`src/hw/periph_params.svh`:
```
////////////////////////////////////////////////////////////////////////////
// peripheral map constants for the data-bus subsystem.
// region bases, register offsets and gpio width.
////////////////////////////////////////////////////////////////////////////

`ifndef PERIPH_PARAMS_SVH
`define PERIPH_PARAMS_SVH

// region bases. each region spans 256 bytes.
`define PERIPH_GPIO_BASE   32'hF020_0000
`define PERIPH_TIMER_BASE  32'hF060_0000
`define PERIPH_REGION_BITS 8 // decode looks above this bit.

// gpio register offsets.
`define REG_GPIO_DIR 8'h00 // direction, 1 drives the pin.
`define REG_GPIO_A   8'h04 // pins 7..0.
`define REG_GPIO_B   8'h08 // pins 15..8.

// timer register offsets.
`define REG_TMR_COUNT   8'h00
`define REG_TMR_COMPARE 8'h04
`define REG_TMR_CTRL    8'h08 // bit 0 enable, bit 1 flag.

`define GPIO_PINS 16

`endif

```
`src/hw/periph_pkg.sv`:
```
////////////////////////////////////////////////////////////////////////////
// shared types for the peripheral bus.
// device select and in-region register offset.
////////////////////////////////////////////////////////////////////////////

`include "periph_params.svh"

package periph_pkg;

	// which device owns the current access.
	// DEV_NONE also covers an idle bus.
	typedef enum logic [1:0] {
		DEV_NONE  = 2'd0, // unmapped or de low.
		DEV_GPIO  = 2'd1,
		DEV_TIMER = 2'd2
	} dev_sel_t;

	// byte offset inside a 256 byte region.
	// word registers sit on multiples of four.
	typedef logic [`PERIPH_REGION_BITS-1:0] reg_off_t;

	// decode fills this from the low address bits.
	// gpio and timer compare it against the REG_* offsets.
	// read_return only needs the select.

endpackage

```
`src/hw/bus_decode.sv`:
```
////////////////////////////////////////////////////////////////////////////
// data bus decode stage.
// maps daddr onto a device select, a register offset and
// per-device write strobes.
////////////////////////////////////////////////////////////////////////////

`include "periph_params.svh"

module bus_decode (
	input  logic                  de,
	input  logic                  drw,
	input  logic [31:0]           daddr,
	output periph_pkg::dev_sel_t  sel,
	output periph_pkg::reg_off_t  off,
	output logic                  gpio_we,
	output logic                  timer_we
);
	import periph_pkg::*;

	// bases held as vectors so the upper bits can be sliced.
	localparam logic [31:0] GPIO_BASE  = `PERIPH_GPIO_BASE;
	localparam logic [31:0] TIMER_BASE = `PERIPH_TIMER_BASE;

	logic gpio_hit;
	logic timer_hit;
	logic wr;

	// region match on the bits above the offset.
	assign gpio_hit  = (daddr[31:`PERIPH_REGION_BITS] == GPIO_BASE[31:`PERIPH_REGION_BITS]);
	assign timer_hit = (daddr[31:`PERIPH_REGION_BITS] == TIMER_BASE[31:`PERIPH_REGION_BITS]);

	assign wr = de & drw; // write cycle.

	// offset goes through untouched.
	assign off = daddr[`PERIPH_REGION_BITS-1:0];

	always_comb begin
		sel = DEV_NONE; // idle or unmapped.
		if (de) begin
			if (gpio_hit)
				sel = DEV_GPIO;
			else if (timer_hit)
				sel = DEV_TIMER;
		end
	end

	// one strobe at most, only for the addressed block.
	assign gpio_we  = wr & gpio_hit;
	assign timer_we = wr & timer_hit;

endmodule

```
`src/hw/mod_gpio.sv`:
```
////////////////////////////////////////////////////////////////////////////
// 16 pin gpio block.
// direction register plus two 8-bit output blocks, pad-level
// readback, split in/out/oe pins.
////////////////////////////////////////////////////////////////////////////

`include "periph_params.svh"

module mod_gpio (
	input  logic                       clk,
	input  logic                       rst,
	input  logic                       we,
	input  periph_pkg::reg_off_t       off,
	input  logic [31:0]                wdata,
	output logic [31:0]                rdata,
	input  logic [`GPIO_PINS-1:0]      gpio_in,
	output logic [`GPIO_PINS-1:0]      gpio_out,
	output logic [`GPIO_PINS-1:0]      gpio_oe
);
	localparam int BLK_W = `GPIO_PINS / 2; // pins per block.

	logic [`GPIO_PINS-1:0] direction; // 1 = output.
	logic [BLK_W-1:0]      gpio_a;    // pins 7..0.
	logic [BLK_W-1:0]      gpio_b;    // pins 15..8.
	logic [`GPIO_PINS-1:0] blk_val;   // both blocks, pin order.
	logic [`GPIO_PINS-1:0] pin_lvl;   // what the pad shows.

	// register writes, taken at the rising edge.
	always_ff @(posedge clk) begin
		if (rst) begin
			direction <= '0; // all pins input.
			gpio_a    <= '0;
			gpio_b    <= '0;
		end else if (we) begin
			case (off)
				`REG_GPIO_DIR: direction <= wdata[`GPIO_PINS-1:0];
				`REG_GPIO_A:   gpio_a    <= wdata[BLK_W-1:0];
				`REG_GPIO_B:   gpio_b    <= wdata[BLK_W-1:0];
				default: ; // other offsets ignored.
			endcase
		end
	end

	assign blk_val = {gpio_b, gpio_a};

	// pin drive.
	// undriven pins show zero on gpio_out, oe says who drives.
	assign gpio_oe  = direction;
	assign gpio_out = blk_val & direction;

	// driven pins read back our own value, inputs read the pad.
	assign pin_lvl = (blk_val & direction) | (gpio_in & ~direction);

	// read mux, combinational like the rest of the bus.
	always_comb begin
		case (off)
			`REG_GPIO_DIR:
				rdata = {{(32-`GPIO_PINS){1'b0}}, direction};
			`REG_GPIO_A:
				rdata = {{(32-BLK_W){1'b0}}, pin_lvl[BLK_W-1:0]}; // block a.
			`REG_GPIO_B:
				rdata = {{(32-BLK_W){1'b0}}, pin_lvl[`GPIO_PINS-1:BLK_W]}; // block b.
			default:
				rdata = 32'h0000_0000;
		endcase
	end

	// note that a block write while the pin is an input is kept.
	// it shows up on the pin once direction flips to output.

endmodule

```
`src/hw/mod_timer.sv`:
```
////////////////////////////////////////////////////////////////////////////
// interval timer.
// free-running count with compare, enable, sticky match flag
// and an interrupt level that follows the flag.
////////////////////////////////////////////////////////////////////////////

`include "periph_params.svh"

module mod_timer (
	input  logic                  clk,
	input  logic                  rst,
	input  logic                  we,
	input  periph_pkg::reg_off_t  off,
	input  logic [31:0]           wdata,
	output logic [31:0]           rdata,
	output logic                  irq
);
	logic [31:0] count;
	logic [31:0] compare;
	logic        enable;  // ctrl bit 0.
	logic        flag;    // ctrl bit 1, sticky.
	logic        match;
	logic        wr_count;
	logic        wr_compare;
	logic        wr_ctrl;

	// per-register write strobes.
	assign wr_count   = we && (off == `REG_TMR_COUNT);
	assign wr_compare = we && (off == `REG_TMR_COMPARE);
	assign wr_ctrl    = we && (off == `REG_TMR_CTRL);

	assign match = enable && (count == compare); // only counts while enabled.

	always_ff @(posedge clk) begin
		if (rst) begin
			count   <= '0;
			compare <= '1; // far away until software sets it.
			enable  <= 1'b0;
			flag    <= 1'b0;
		end else begin
			// count. a bus load beats increment and wrap.
			if (wr_count)
				count <= wdata;
			else if (match)
				count <= '0; // wrap on match.
			else if (enable)
				count <= count + 32'd1;

			if (wr_compare)
				compare <= wdata;

			if (wr_ctrl)
				enable <= wdata[0];

			// a new match wins over a clear in the same cycle.
			if (match)
				flag <= 1'b1;
			else if (wr_ctrl && wdata[1])
				flag <= 1'b0; // write 1 to clear.
		end
	end

	assign irq = flag; // level, held until cleared.

	always_comb begin
		case (off)
			`REG_TMR_COUNT:   rdata = count;
			`REG_TMR_COMPARE: rdata = compare;
			`REG_TMR_CTRL:    rdata = {30'd0, flag, enable};
			default:          rdata = 32'h0000_0000;
		endcase
	end

endmodule

```
`src/hw/read_return.sv`:
```
////////////////////////////////////////////////////////////////////////////
// result stage of the data bus.
// picks the read word of the addressed device, zero otherwise.
////////////////////////////////////////////////////////////////////////////

module read_return (
	input  periph_pkg::dev_sel_t  sel,
	input  logic [31:0]           gpio_rdata,
	input  logic [31:0]           timer_rdata,
	output logic [31:0]           dout
);
	import periph_pkg::*;

	// new devices add a select value and a case arm here.
	always_comb begin
		case (sel)
			DEV_GPIO:
				dout = gpio_rdata;
			DEV_TIMER:
				dout = timer_rdata;
			default:
				dout = 32'h0000_0000; // idle bus or unmapped address.
		endcase
	end

	// no register here.
	// dout is valid in the same cycle as de and daddr.

endmodule

```
`src/hw/periph_top.sv`:
```
////////////////////////////////////////////////////////////////////////////
// peripheral subsystem top.
// decode, gpio, timer and read return on one data port.
////////////////////////////////////////////////////////////////////////////

`include "periph_params.svh"

module periph_top (
	input  logic                   clk,
	input  logic                   rst,
	input  logic                   de,      // access enable, one cycle.
	input  logic                   drw,     // 1 = write.
	input  logic [31:0]            daddr,
	input  logic [31:0]            din,
	output logic [31:0]            dout,
	input  logic [`GPIO_PINS-1:0]  gpio_in,
	output logic [`GPIO_PINS-1:0]  gpio_out,
	output logic [`GPIO_PINS-1:0]  gpio_oe,
	output logic                   irq
);
	import periph_pkg::*;

	dev_sel_t    sel;
	reg_off_t    off;
	logic        gpio_we;
	logic        timer_we;
	logic [31:0] gpio_rdata;
	logic [31:0] timer_rdata;

	bus_decode u_decode (
		.de       (de),
		.drw      (drw),
		.daddr    (daddr),
		.sel      (sel),
		.off      (off),
		.gpio_we  (gpio_we),
		.timer_we (timer_we)
	);

	mod_gpio u_gpio (
		.clk      (clk),
		.rst      (rst),
		.we       (gpio_we),
		.off      (off),
		.wdata    (din),
		.rdata    (gpio_rdata),
		.gpio_in  (gpio_in),
		.gpio_out (gpio_out),
		.gpio_oe  (gpio_oe)
	);

	mod_timer u_timer (
		.clk   (clk),
		.rst   (rst),
		.we    (timer_we),
		.off   (off),
		.wdata (din),
		.rdata (timer_rdata),
		.irq   (irq)
	);

	read_return u_return (
		.sel         (sel),
		.gpio_rdata  (gpio_rdata),
		.timer_rdata (timer_rdata),
		.dout        (dout)
	);

endmodule

```
`config.mk`:
```
export PLATFORM = sky130hd
export DESIGN_NAME = periph_top
export DESIGN_NICKNAME = d
export VERILOG_FILES = /design/src/hw/periph_pkg.sv /design/src/hw/bus_decode.sv /design/src/hw/mod_gpio.sv /design/src/hw/mod_timer.sv /design/src/hw/read_return.sv /design/src/hw/periph_top.sv
export VERILOG_INCLUDE_DIRS = /design/src /design/src/hw
export SDC_FILE = /design/constraint.sdc
export NUM_CORES = 1
export LEC_CHECK = 0
export ABC_AREA = 1
export BUFFER_PORTS_ARGS = -buffer_cell sky130_fd_sc_hd__buf_2
export CORE_ASPECT_RATIO = 1.5
export CORE_MARGIN = 1.5
export CORE_UTILIZATION = 58
export CTS_BUF_LIST = sky130_fd_sc_hd__clkbuf_4 sky130_fd_sc_hd__clkbuf_8
export CTS_CLUSTER_DIAMETER = 40
export DETAILED_ROUTE_END_ITERATION = 16
export HOLD_SLACK_MARGIN = 0.03
export PLACE_DENSITY = 0.81
export SETUP_SLACK_MARGIN = 0.3
export SLEW_MARGIN = 20
export SYNTH_ARGS = -nofsm -noshare
export SYNTH_HDL_FRONTEND = slang
export SYNTH_HIERARCHICAL = 1
export SYNTH_SLANG_ARGS = --single-unit
```
`constraint.sdc`:
```
create_clock -name clk -period 1.9 [get_ports clk]
set_input_delay 0.19 -clock clk [delete_from_list [all_inputs] [get_ports clk]]
set_output_delay 0.19 -clock clk [all_outputs]
set_load 0.005 [all_outputs]
```
==> results of run 1 <==
per-layer routing:
layer,vias up,GRT usage [%],wire [um]
met2,707,61.6,15200
met3,246,3.97,2820
li1,4347,-,-
met5,-,0,0
met1,4399,36.1,10300
met4,0,21.6,2800
worst register-to-register path, cell delays in order, from the launching register on:
cell and delay, ns:
dfxtp_1 0.34, inv_1 0.13, nand2_1 0.09, nand2_1 0.13
nand2_1 0.08, nor2_1 0.13, nand2_1 0.10, nor2_2 0.18
nand3_4 0.17, clkbuf_16 0.23, nand3_4 0.06, a21oi_2 0.05
Yosys cell counts (all sizes together), types with 14 or more instances:
| master | n | area share (%) |
|---|---|---|
| nand2 | 409 | 20 |
| inv | 185 | 8.8 |
| nor2 | 145 | 7.9 |
| dfxtp | 98 | 25 |
| a21oi | 97 | 8.1 |
| nand3 | 92 | 7.2 |
| buf | 70 | 7.0 |
| o21ai | 46 | 3.8 |
| o211ai | 28 | 2.7 |
| o22ai | 28 | 2.2 |
| xor2 | 23 | 2.5 |
| nand4 | 14 | 1.1 |
where the power goes:
group / internal, W / total, W / switching [W]
logic: 0.000142 / 0.000347 / 0.000205
registers: 0.00202 / 0.00202 / 0.000000000000297
clock network: 0.000647 / 0.00155 / 0.000905
kinds of logic (layout without fill, tap and decap cells):
group	after synthesis	after routing	synth area share [%]
AOI/OAI and AO/OA	202	202	17.1
xor gates and xnor gates	36	36	3.98
adders and majority gates	3	3	0.474
buffers and inverters	272	441	16.7
DFF	98	98	24.8
other	1	16	0.0474
and+or+nand+nor	670	670	36.9
through the flow:
stage | util, % | setup TNS [ns] | setup slack [ns] | instance area, um2 | hold slack (ns)
finish | 78.9 | 0 | 0.00254 | 10600 | 0.0281
CTS | 70.0 | 0 | 0.172 | 9380 | 0.0305
global placement | 66.1 | 0 | 0.115 | 8860 | 0.412
detailed placement | 66.1 | 0 | 0.0549 | 8860 | 0.417
floorplan | - | 0 | 0.303 | 8000 | 0.303
global route | 78.9 | -4.83 | -0.203 | 10600 | 0.0244
what timing repair did:
item / CTS / global route
gates cloned: 0 / 8
hold buffers: 9 / 0
pin swaps: 7 / 50
setup endpoints to repair: 64 / 66
resized for setup: 68 / 228
buffers inserted: 4 / 22
endpoints found under the hold margin: 9 / 0
state kept, by name, summed over array words and instances (netlist names):
name             cells
u_timer/enable       1
u_gpio/gpio_a        8
u_timer/irq          1
u_timer/count       32
u_gpio/gpio_oe      16
u_gpio/gpio_b        8
u_timer/compare     32
worst min path at each step:
stage / endpoint / depth (start not counted) / startpoint / slack [ns]
floorplan: u_timer/compare[28] / 2 / din[28] / 0.30
global placement: u_timer/compare[30] / 3 / din[30] / 0.41
detailed placement: u_timer/compare[30] / 3 / din[30] / 0.42
CTS: u_timer/compare[25] / 3 / din[25] / 0.03
global route: u_timer/compare[31] / 3 / din[31] / 0.02
finish: u_timer/compare[31] / 3 / din[31] / 0.03
final cells by class:
| cell class | instances | area [um2] |
|---|---|---|
| Multi-Input combinational cell | 927 | 5470 |
| Fill cell | 918 | 2830 |
| Sequential cell | 98 | 2060 |
| Timing Repair Buffer | 236 | 1890 |
| Inverter | 189 | 732 |
| Tap cell | 162 | 203 |
| Clock buffer | 9 | 124 |
| Clock inverter | 7 | 92.6 |
==> reports/qor.yml, run 1 <==
clk_latency_ns: 0.40
fin_nets: 1548
grt.total_usage_pct: 33.8
hold_viol: 0
yosysUniqueCellTypes: 39
synth_edf_count: 0
synth_ff_type: "dfxtp_1"
mostFrequentLayoutCells: "nand2_1 (360), buf_2 (132), inv_1 (123)"
critical_path_buf_inv_count: 5
numCtsBuffers: 9
avgSynthCellArea_um2: 6.17
fmax_mhz: 527
vias_per_cell: 5.96
min_period_ns: 1.90
cp_max_fo: 6
hold_path_class: "input pin to flip-flop"
critPathLaunch: "daddr[17]"
crit_path_top_delay_cell: "ha_4"
grt_max_degree: 65
dp_hpwl_um: 18900
drive_above_1_share_pct: 40.1
p_per_area_mw_per_mm2: 371
critical_path_class: "input pin to primary output"
synth_area_mm2: 0.00791
ctsRootBufferMaster: "clkbuf_8"
r2r-start: "u_timer/compare[6]"
worst_pin_slew_ns: 0.776
grt_pass1_wl_um: 39400
cap_viol_max_count: 0
die_h_um: 146
via_count: 9699
cts.sinks: 98
ff2ff_path_depth: 11
p_leak_nw: 4.56
row_count: 52
total_power_w: 0.00392
place_inst: 1569
drtIter0Drc: 908
ant_nets: 0
drcViolationCount: 0
ys_seq_area_share_pct: 24.8
worstPathArrival_ns: 1.71
postRouteWirelength_um: 31100
clk_pin_slew_ns: 0.12
crit_cells: 11
insertedDiodeCount: 0
r2r_end: "u_timer/count[5]"
die_x_um: 98.4
synth_cells: 1282
dr.pass1.iters: 6
gp_congestion: 1.01
final_common_cell: "nand2_1"
final_max_slew_viol_count: 0
rsz0062_at_grt: "yes"
cp_top_family: "buffers and inverters"
rrSetupSlack_ns: 0.06
initial_utilization_pct: 59.0
grt_pass1_vias: 8389
die_area_mm2: 0.0144
vdd.ir_drop.worst_mv: 0.329
async_reset_ff_share_pct: 0
startpoint_type: "input pin"
cts_tree: "done"
htreeDepth: 3
coreArea_mm2: 0.0134
max-slew-margin-rel_pct: 48.3
cp.required_ns: 1.71
avgRoutedWirePerCell_um: 19.1
antenna_found_initial: 0
crit_chain: "buf_6 -> nor2_4 -> nand3_2 -> nor2_2 -> nand3_2 -> inv_2 -> inv_2 -> ha_4 -> clkbuf_16 -> a21oi_2 -> buf_2"
cp-end-kind: "primary output"
setup_violations: 0
syn_to_final_growth_pct: 33.6
globalRouteOverflowTotal: 0
cp_slowest_stage_delay_ns: 0.41
clock_skew_ns: 0.0171
ctsLongestPathBuffers: 2
ys_seq_elements: 98
yosysWarnings: 6
fin_cells: 1628
status: "complete, no violations"
fin_crit_sh_pct: 99.9
portBuffers: 148
crit_path_end: "dout[8]"
ios: 149
No activity file was read; power rests on OpenSTA's default activity.
==> run 2, diff against run 1 <==
Settings changed: CORE_UTILIZATION 58 to 40, PLACE_DENSITY 0.81 to 0.59.
Clock period 1.9 ns to 2.2 ns, I/O delays scaled along.
==> run 2 against run 1 <==
Against the previous run: sequential power decreased by 12%; non-clock buffer count shrank 35; combinational power decreased by 29%; clock power down 9.7%; die area is 44% higher; global-route usage decreased by 8.5 points; setup slack better by 0.29 ns; first-iteration DRC count fell by 49%; total power is 13% lower; via count decreased by 13%; cell count grew 3.6%; routed wire length down 12%; largest power group unchanged; highest routed layer unchanged.
==> reports/qor.yml, run 2 (synthesis results as in run 1) <==
status: "complete, no violations"  # unchanged
ios: 149  # unchanged
die_x_um: 118  # was 98.4 um
grt_pass1_vias: 7988  # was 8389
ff2ff_path_depth: 9  # was 11
coreArea_mm2: 0.0192  # was 0.0134 mm2
ctsLongestPathBuffers: 2  # unchanged
htreeDepth: 3  # unchanged
hold_path_class: "input pin to flip-flop"  # unchanged
wl_met3_um: 1060  # was 2820 um
numCtsBuffers: 9  # unchanged
dp_hpwl_um: 20600  # was 18900 um
ctsRootBufferMaster: "clkbuf_8"  # unchanged
combPwrFrac_pct: 7.2  # was 8.8%
dpl_worst_slack_ns: -0.0320  # was 0.0549 ns
cp-end-kind: "primary output"  # unchanged
r2r_end: "u_timer/count[27]"  # was u_timer/count[5]
clock_skew_ns: 0.0133  # was 0.0171 ns
max-slew-margin-rel_pct: 63.4  # was 48.3%
postRouteWirelength_um: 27400  # was 31100 um
p_leak_nw: 4.15  # was 4.56 nW
drtIter0Drc: 463  # was 908
final_max_slew_viol_count: 0  # unchanged
gp_congestion: 0.994  # was 1.01
startpoint_type: "input pin"  # unchanged
final_core_util_pct: 49.2  # was 78.9%
fin_crit_sh_pct: 86.7
worst_pin_slew_ns: 0.549  # was 0.776 ns
intPower_w: 0.00254  # was 0.00281 W
globalRouteOverflowTotal: 0  # unchanged
grt_max_degree: 35  # was 65
clk_pin_slew_ns: 0.11  # was 0.12 ns
clk_latency_ns: 0.39  # was 0.40 ns
portBuffers: 148  # unchanged
seq_area_mm2: 0.00197  # was 0.00206 mm2
maxUsedRoutingLayer: "met4"  # unchanged
total_power_w: 0.00342  # was 0.00392 W
antenna_found_initial: 0  # unchanged
initial_utilization_pct: 41.1  # was 59.0%
avgRoutedWirePerCell_um: 16.2  # was 19.1 um
fmax_mhz: 524
critical_path_class: "input pin to primary output"  # unchanged
met2WireLength_um: 14600  # was 15200 um
fin_nets: 1513  # was 1548
vdd.ir_drop.worst_mv: 0.221  # was 0.329 mV
multi_input_area_mm2: 0.00485  # was 0.00547 mm2
hold_viol: 0  # unchanged
grt_pass1_wl_um: 41500  # was 39400 um
mostFrequentLayoutCells: "nand2_1 (401), buf_2 (142), inv_1 (137)"  # was nand2_1 (360), buf_2 (132), inv_1 (123)
power_frac_clock_pct: 41.0  # was 39.6%
min_period_ns: 1.91
cts_tree: "done"  # unchanged
die_area_mm2: 0.0207  # was 0.0144 mm2
cp_max_fo: 6  # unchanged
die_h_um: 175  # was 146 um
cts.sinks: 98  # unchanged
switching_share_pct: 25.9  # was 28.3%
hold_depth: 3  # unchanged
syn_to_final_growth_pct: 19.7  # was 33.6%
fin_ws_ns: 0.293  # was 0.00254 ns
cap_viol_max_count: 0  # unchanged
grt.total_usage_pct: 25.3  # was 33.8%
r2r-start: "u_timer/count[0]"  # was u_timer/compare[6]
setup_violations: 0  # unchanged
p_per_area_mw_per_mm2: 361  # was 371 mW/mm2
vias_per_cell: 4.99  # was 5.96
worstPathArrival_ns: 1.69  # was 1.71 ns
insertedDiodeCount: 0  # unchanged
holdPathEnd: "u_timer/compare[20]"  # was u_timer/compare[31]
p_switching_w: 0.000885  # was 0.00111 W
via_count: 8414  # was 9699
drive_above_1_share_pct: 27.7  # was 40.1%
wl_met1_um: 10500  # was 10300 um
tns_ns: 0  # unchanged
rrSetupSlack_ns: 0.41  # was 0.06 ns
dr.pass1.iters: 5  # was 6
cp.required_ns: 1.98  # was 1.71 ns
nFillCells: 2152  # was 918
power_frac_seq_pct: 51.8  # was 51.6%
final_common_cell: "nand2_1"  # unchanged
ant_nets: 0  # unchanged
row_count: 62  # was 52
drcViolationCount: 0  # unchanged
rsz0062_at_grt: "yes"  # unchanged
min_from: "din[20]"  # was din[31]
-- run 2: changes by cell type in the layout (fill, tap and decap cells not counted), sizes merged --
cell and delta:
buf -26, bufinv +1, clkbuf -2, clkinv -2
dlygate4sd3 -7, inv +1
-- run 2: metal layers --
| layer | vias to the layer above | global-route usage, % |
|---|---|---|
| li1 | 4272 | - |
| met1 | 3844 | 27.7 |
| met2 | 239 | 48.5 |
| met3 | 59 | 2.99 |
| met4 | 0 | 11.2 |
| met5 | - | 0 |
-- run 2: worst max-delay path: stages --
cell	delay (ns)
buf_6	0.09
nor2_2	0.10
nand2_1	0.07
nor2_2	0.15
nand3_2	0.11
inv_2	0.10
inv_2	0.05
ha_4	0.41
clkbuf_16	0.22
a21oi_2	0.03
buf_2	0.12
-- run 2: final cells by class --
type / instances / area share (%)
clock buffers: 9 / 1.31
inverters: 189 / 7.56
repair buffers: 201 / 14.7
multi-input cells: 927 / 51.2
flip-flops and latches: 98 / 20.8
clock inverters: 7 / 1.11
well taps: 256 / 3.38
-- run 2: metrics by stage --
step | hold slack (ns) | instance area [um2] | instances
after floorplan | 0.333 | 7970 | 1297
after global placement | 0.450 | 8800 | 1653
after detailed placement | 0.457 | 8800 | 1653
after CTS | 0.0405 | 9110 | 1675
after global routing | 0.0568 | 9470 | 1687
final | 0.0576 | 9470 | 1687
-- run 2: worst max path at each step --
stage                     startpoint                end  cells past startpoint
floorplan                   daddr[7]           dout[29]                      9
global placement           daddr[11]           dout[15]                     10
detailed placement         daddr[17]           dout[14]                     10
CTS                 u_timer/count[1]  u_timer/count[18]                      9
global route                daddr[8]            dout[1]                     11
finish                      daddr[8]            dout[8]                     11
-- run 2: what timing repair did --
item,4_1_cts,5_1_grt
gates cloned,0,5
buffers inserted,4,7
hold buffers,2,0
pin swaps,2,16
setup endpoints to repair,23,52
hold endpoints to repair,2,0
gates resized for setup,5,50
-- run 2: power groups by stage --
stage	Clock, W	Sequential (W)	Combinational (W)
2_1_floorplan	0	0.00181	0.000128
3_3_place_gp	0	0.00181	0.000222
3_5_place_dp	0	0.00181	0.000225
4_1_cts	0.00145	0.00177	0.000229
5_1_grt	0.00150	0.00177	0.000274
6_report	0.00140	0.00177	0.000246
==> run 3, diff against run 2 <==
Settings changed: CELL_PAD_IN_SITES_DETAIL_PLACEMENT set to 1, CELL_PAD_IN_SITES_GLOBAL_PLACEMENT set to 1, CORE_UTILIZATION 40 to 43, PLACE_DENSITY 0.59 to 0.86.
==> run 3 against run 2 <==
Against the previous run: cell count decreased by 2.6%; largest power group unchanged; utilization up 3.0 points; first-iteration DRC count up 33%; clock skew rose by 0.0035 ns; sequential share of layout area is 0.24 points higher; largest cell class unchanged.
==> reports/qor.yml, run 3 (synthesis results as in run 1) <==
insertedDiodeCount: 0  # unchanged
tns_ns: 0  # unchanged
ios: 149  # unchanged
ctsLongestPathBuffers: 2  # unchanged
grt_max_degree: 65  # was 35
p_leak_nw: 4.12  # was 4.15 nW
fin_nets: 1508  # was 1513
ant_nets: 0  # unchanged
antenna_found_initial: 0  # unchanged
drive_above_1_share_pct: 28.0  # was 27.7%
grt_pass1_vias: 9175  # was 7988
numCtsBuffers: 9  # unchanged
fin_cells: 1643  # was 1687
die_h_um: 169  # was 175 um
met3_usage_pct: 3.25  # was 2.99%
die_area_mm2: 0.0192  # was 0.0207 mm2
place_inst: 1608  # was 1653
gr-max-usage-layer: "met2"  # unchanged
avgRoutedWirePerCell_um: 20.0  # was 16.2 um
mostFrequentLayoutCells: "nand2_1 (401), buf_2 (141), inv_1 (136)"  # was nand2_1 (401), buf_2 (142), inv_1 (137)
startpoint_type: "input pin"  # unchanged
grt.total_usage_pct: 30.4  # was 25.3%
vias_per_cell: 5.61  # was 4.99
max-slew-margin-rel_pct: 55.6  # was 63.4%
vdd.ir_drop.worst_mv: 0.269  # was 0.221 mV
fin_crit_sh_pct: 93.7  # was 86.7%
row_count: 60  # was 62
hold_path_class: "input pin to flip-flop"  # unchanged
clk_pin_slew_ns: 0.11  # about the same
htreeDepth: 3  # unchanged
worst_pin_slew_ns: 0.666  # was 0.549 ns
globalRouteOverflowTotal: 0  # unchanged
cp.required_ns: 1.98  # about the same
cap_viol_max_count: 0  # unchanged
setup_violations: 0  # unchanged
initial_utilization_pct: 43.9  # was 41.1%
ctsRootBufferMaster: "clkbuf_8"  # unchanged
dp_hpwl_um: 22200  # was 20600 um
postRouteWirelength_um: 32800  # was 27400 um
portBuffers: 148  # unchanged
cp-end-kind: "primary output"  # unchanged
syn_to_final_growth_pct: 18.8  # was 19.7%
fmax_mhz: 485  # was 524 MHz
cts_tree: "done"  # unchanged
hold_viol: 0  # unchanged
gp_congestion: 0.954  # was 0.994
drtIter0Drc: 616  # was 463
die_x_um: 114  # was 118 um
critical_path_class: "input pin to primary output"  # unchanged
final_max_slew_viol_count: 0  # unchanged
use_met1_pct: 31.1  # was 27.7%
p_per_area_mw_per_mm2: 344  # was 361 mW/mm2
cts.sinks: 98  # unchanged
rsz0062_at_grt: "yes"  # unchanged
dr.pass1.iters: 6  # was 5
final_common_cell: "nand2_1"  # unchanged
worstPathArrival_ns: 1.84  # was 1.69 ns
coreArea_mm2: 0.0180  # was 0.0192 mm2
use_met2_pct: 58.6  # was 48.5%
drcViolationCount: 0  # unchanged
clk_latency_ns: 0.41  # was 0.39 ns
via_count: 9210  # was 8414
cp_max_fo: 6  # unchanged
min_period_ns: 2.06  # was 1.91 ns
nFillCells: 2498  # was 2152
status: "complete, no violations"  # unchanged
clock_skew_ns: 0.0168  # was 0.0133 ns
grt_pass1_wl_um: 46100  # was 41500 um
==> run 3: layout make-up <==
| class | count | area (um2) | share of cell area (%) |
|---|---|---|---|
| Multi-Input combinational cell | 928 | 4880 | 51.9 |
| Timing Repair Buffer | 195 | 1370 | 14.6 |
| Clock buffer | 11 | 145 | 1.54 |
| Clock inverter | 5 | 37.5 | 0.399 |
| Sequential cell | 98 | 1970 | 21.0 |
| Inverter | 189 | 718 | 7.64 |
| Tap cell | 217 | 272 | 2.89 |
==> run 3: metrics by stage <==
step	setup WS (ns)	utilization [%]	hold slack [ns]	instance area [um2]	total power (W)
2_1_floorplan	0.477	-	0.333	7970	0.00194
3_5_place_dp	0.201	48.3	0.449	8690	0.00205
3_3_place_gp	0.258	48.3	0.445	8690	0.00204
6_report	0.139	52.2	0.0443	9400	0.00324
4_1_cts	0.298	49.7	0.0404	8950	0.00320
5_1_grt	0.0559	52.2	0.0492	9400	0.00335
==> run 3: layer usage <==
| layer | share of wire, % | wire length [um] |
|---|---|---|
| met5 | 0 | 0 |
| met1 | 35 | 11600 |
| met3 | 4.9 | 1620 |
| met4 | 7.0 | 2310 |
| met2 | 53 | 17300 |
==> run 3: repair_timing <==
| action | 4_1_cts | 5_1_grt |
|---|---|---|
| pin swaps | 2 | 20 |
| setup buffers | 0 | 12 |
| hold buffers | 1 | 0 |
| resized for setup | 15 | 64 |
| setup endpoints to repair | 34 | 62 |
| cloned | 1 | 5 |
| endpoints found under the hold margin | 1 | 0 |
==> run 3: worst max-delay path, stage by stage <==
cell and delay, ns:
buf_2 0.11, nor2_1 0.17, nand2_1 0.10, nor2_2 0.16
nand3_2 0.13, inv_2 0.09, inv_2 0.06, ha_4 0.42
clkbuf_16 0.22, a21oi_2 0.04, buf_2 0.13
==> run 3: path summary, 6_finish.rpt <==
path | depth (start not counted) | endpoint | slack, ns | start
max reg2reg | 9 | u_timer/count[11] | 0.30 | u_timer/count[0]
min reg2reg | 2 | u_gpio/gpio_b[6] | 0.50 | u_gpio/gpio_b[6]
max | 11 | dout[2] | 0.14 | daddr[15]
min | 3 | u_timer/compare[27] | 0.04 | din[27]
==> run 3: power breakdown <==
part / leakage, nW / total [W] / internal, W / switching (W)
Sequential: 0.795 / 0.00177 / 0.00177 / 0.000000000000238
Combinational: 3.23 / 0.000269 / 0.000101 / 0.000167
Clock: 0.0894 / 0.00120 / 0.000460 / 0.000739
Total: 4.12 / 0.00324 / 0.00233 / 0.000906
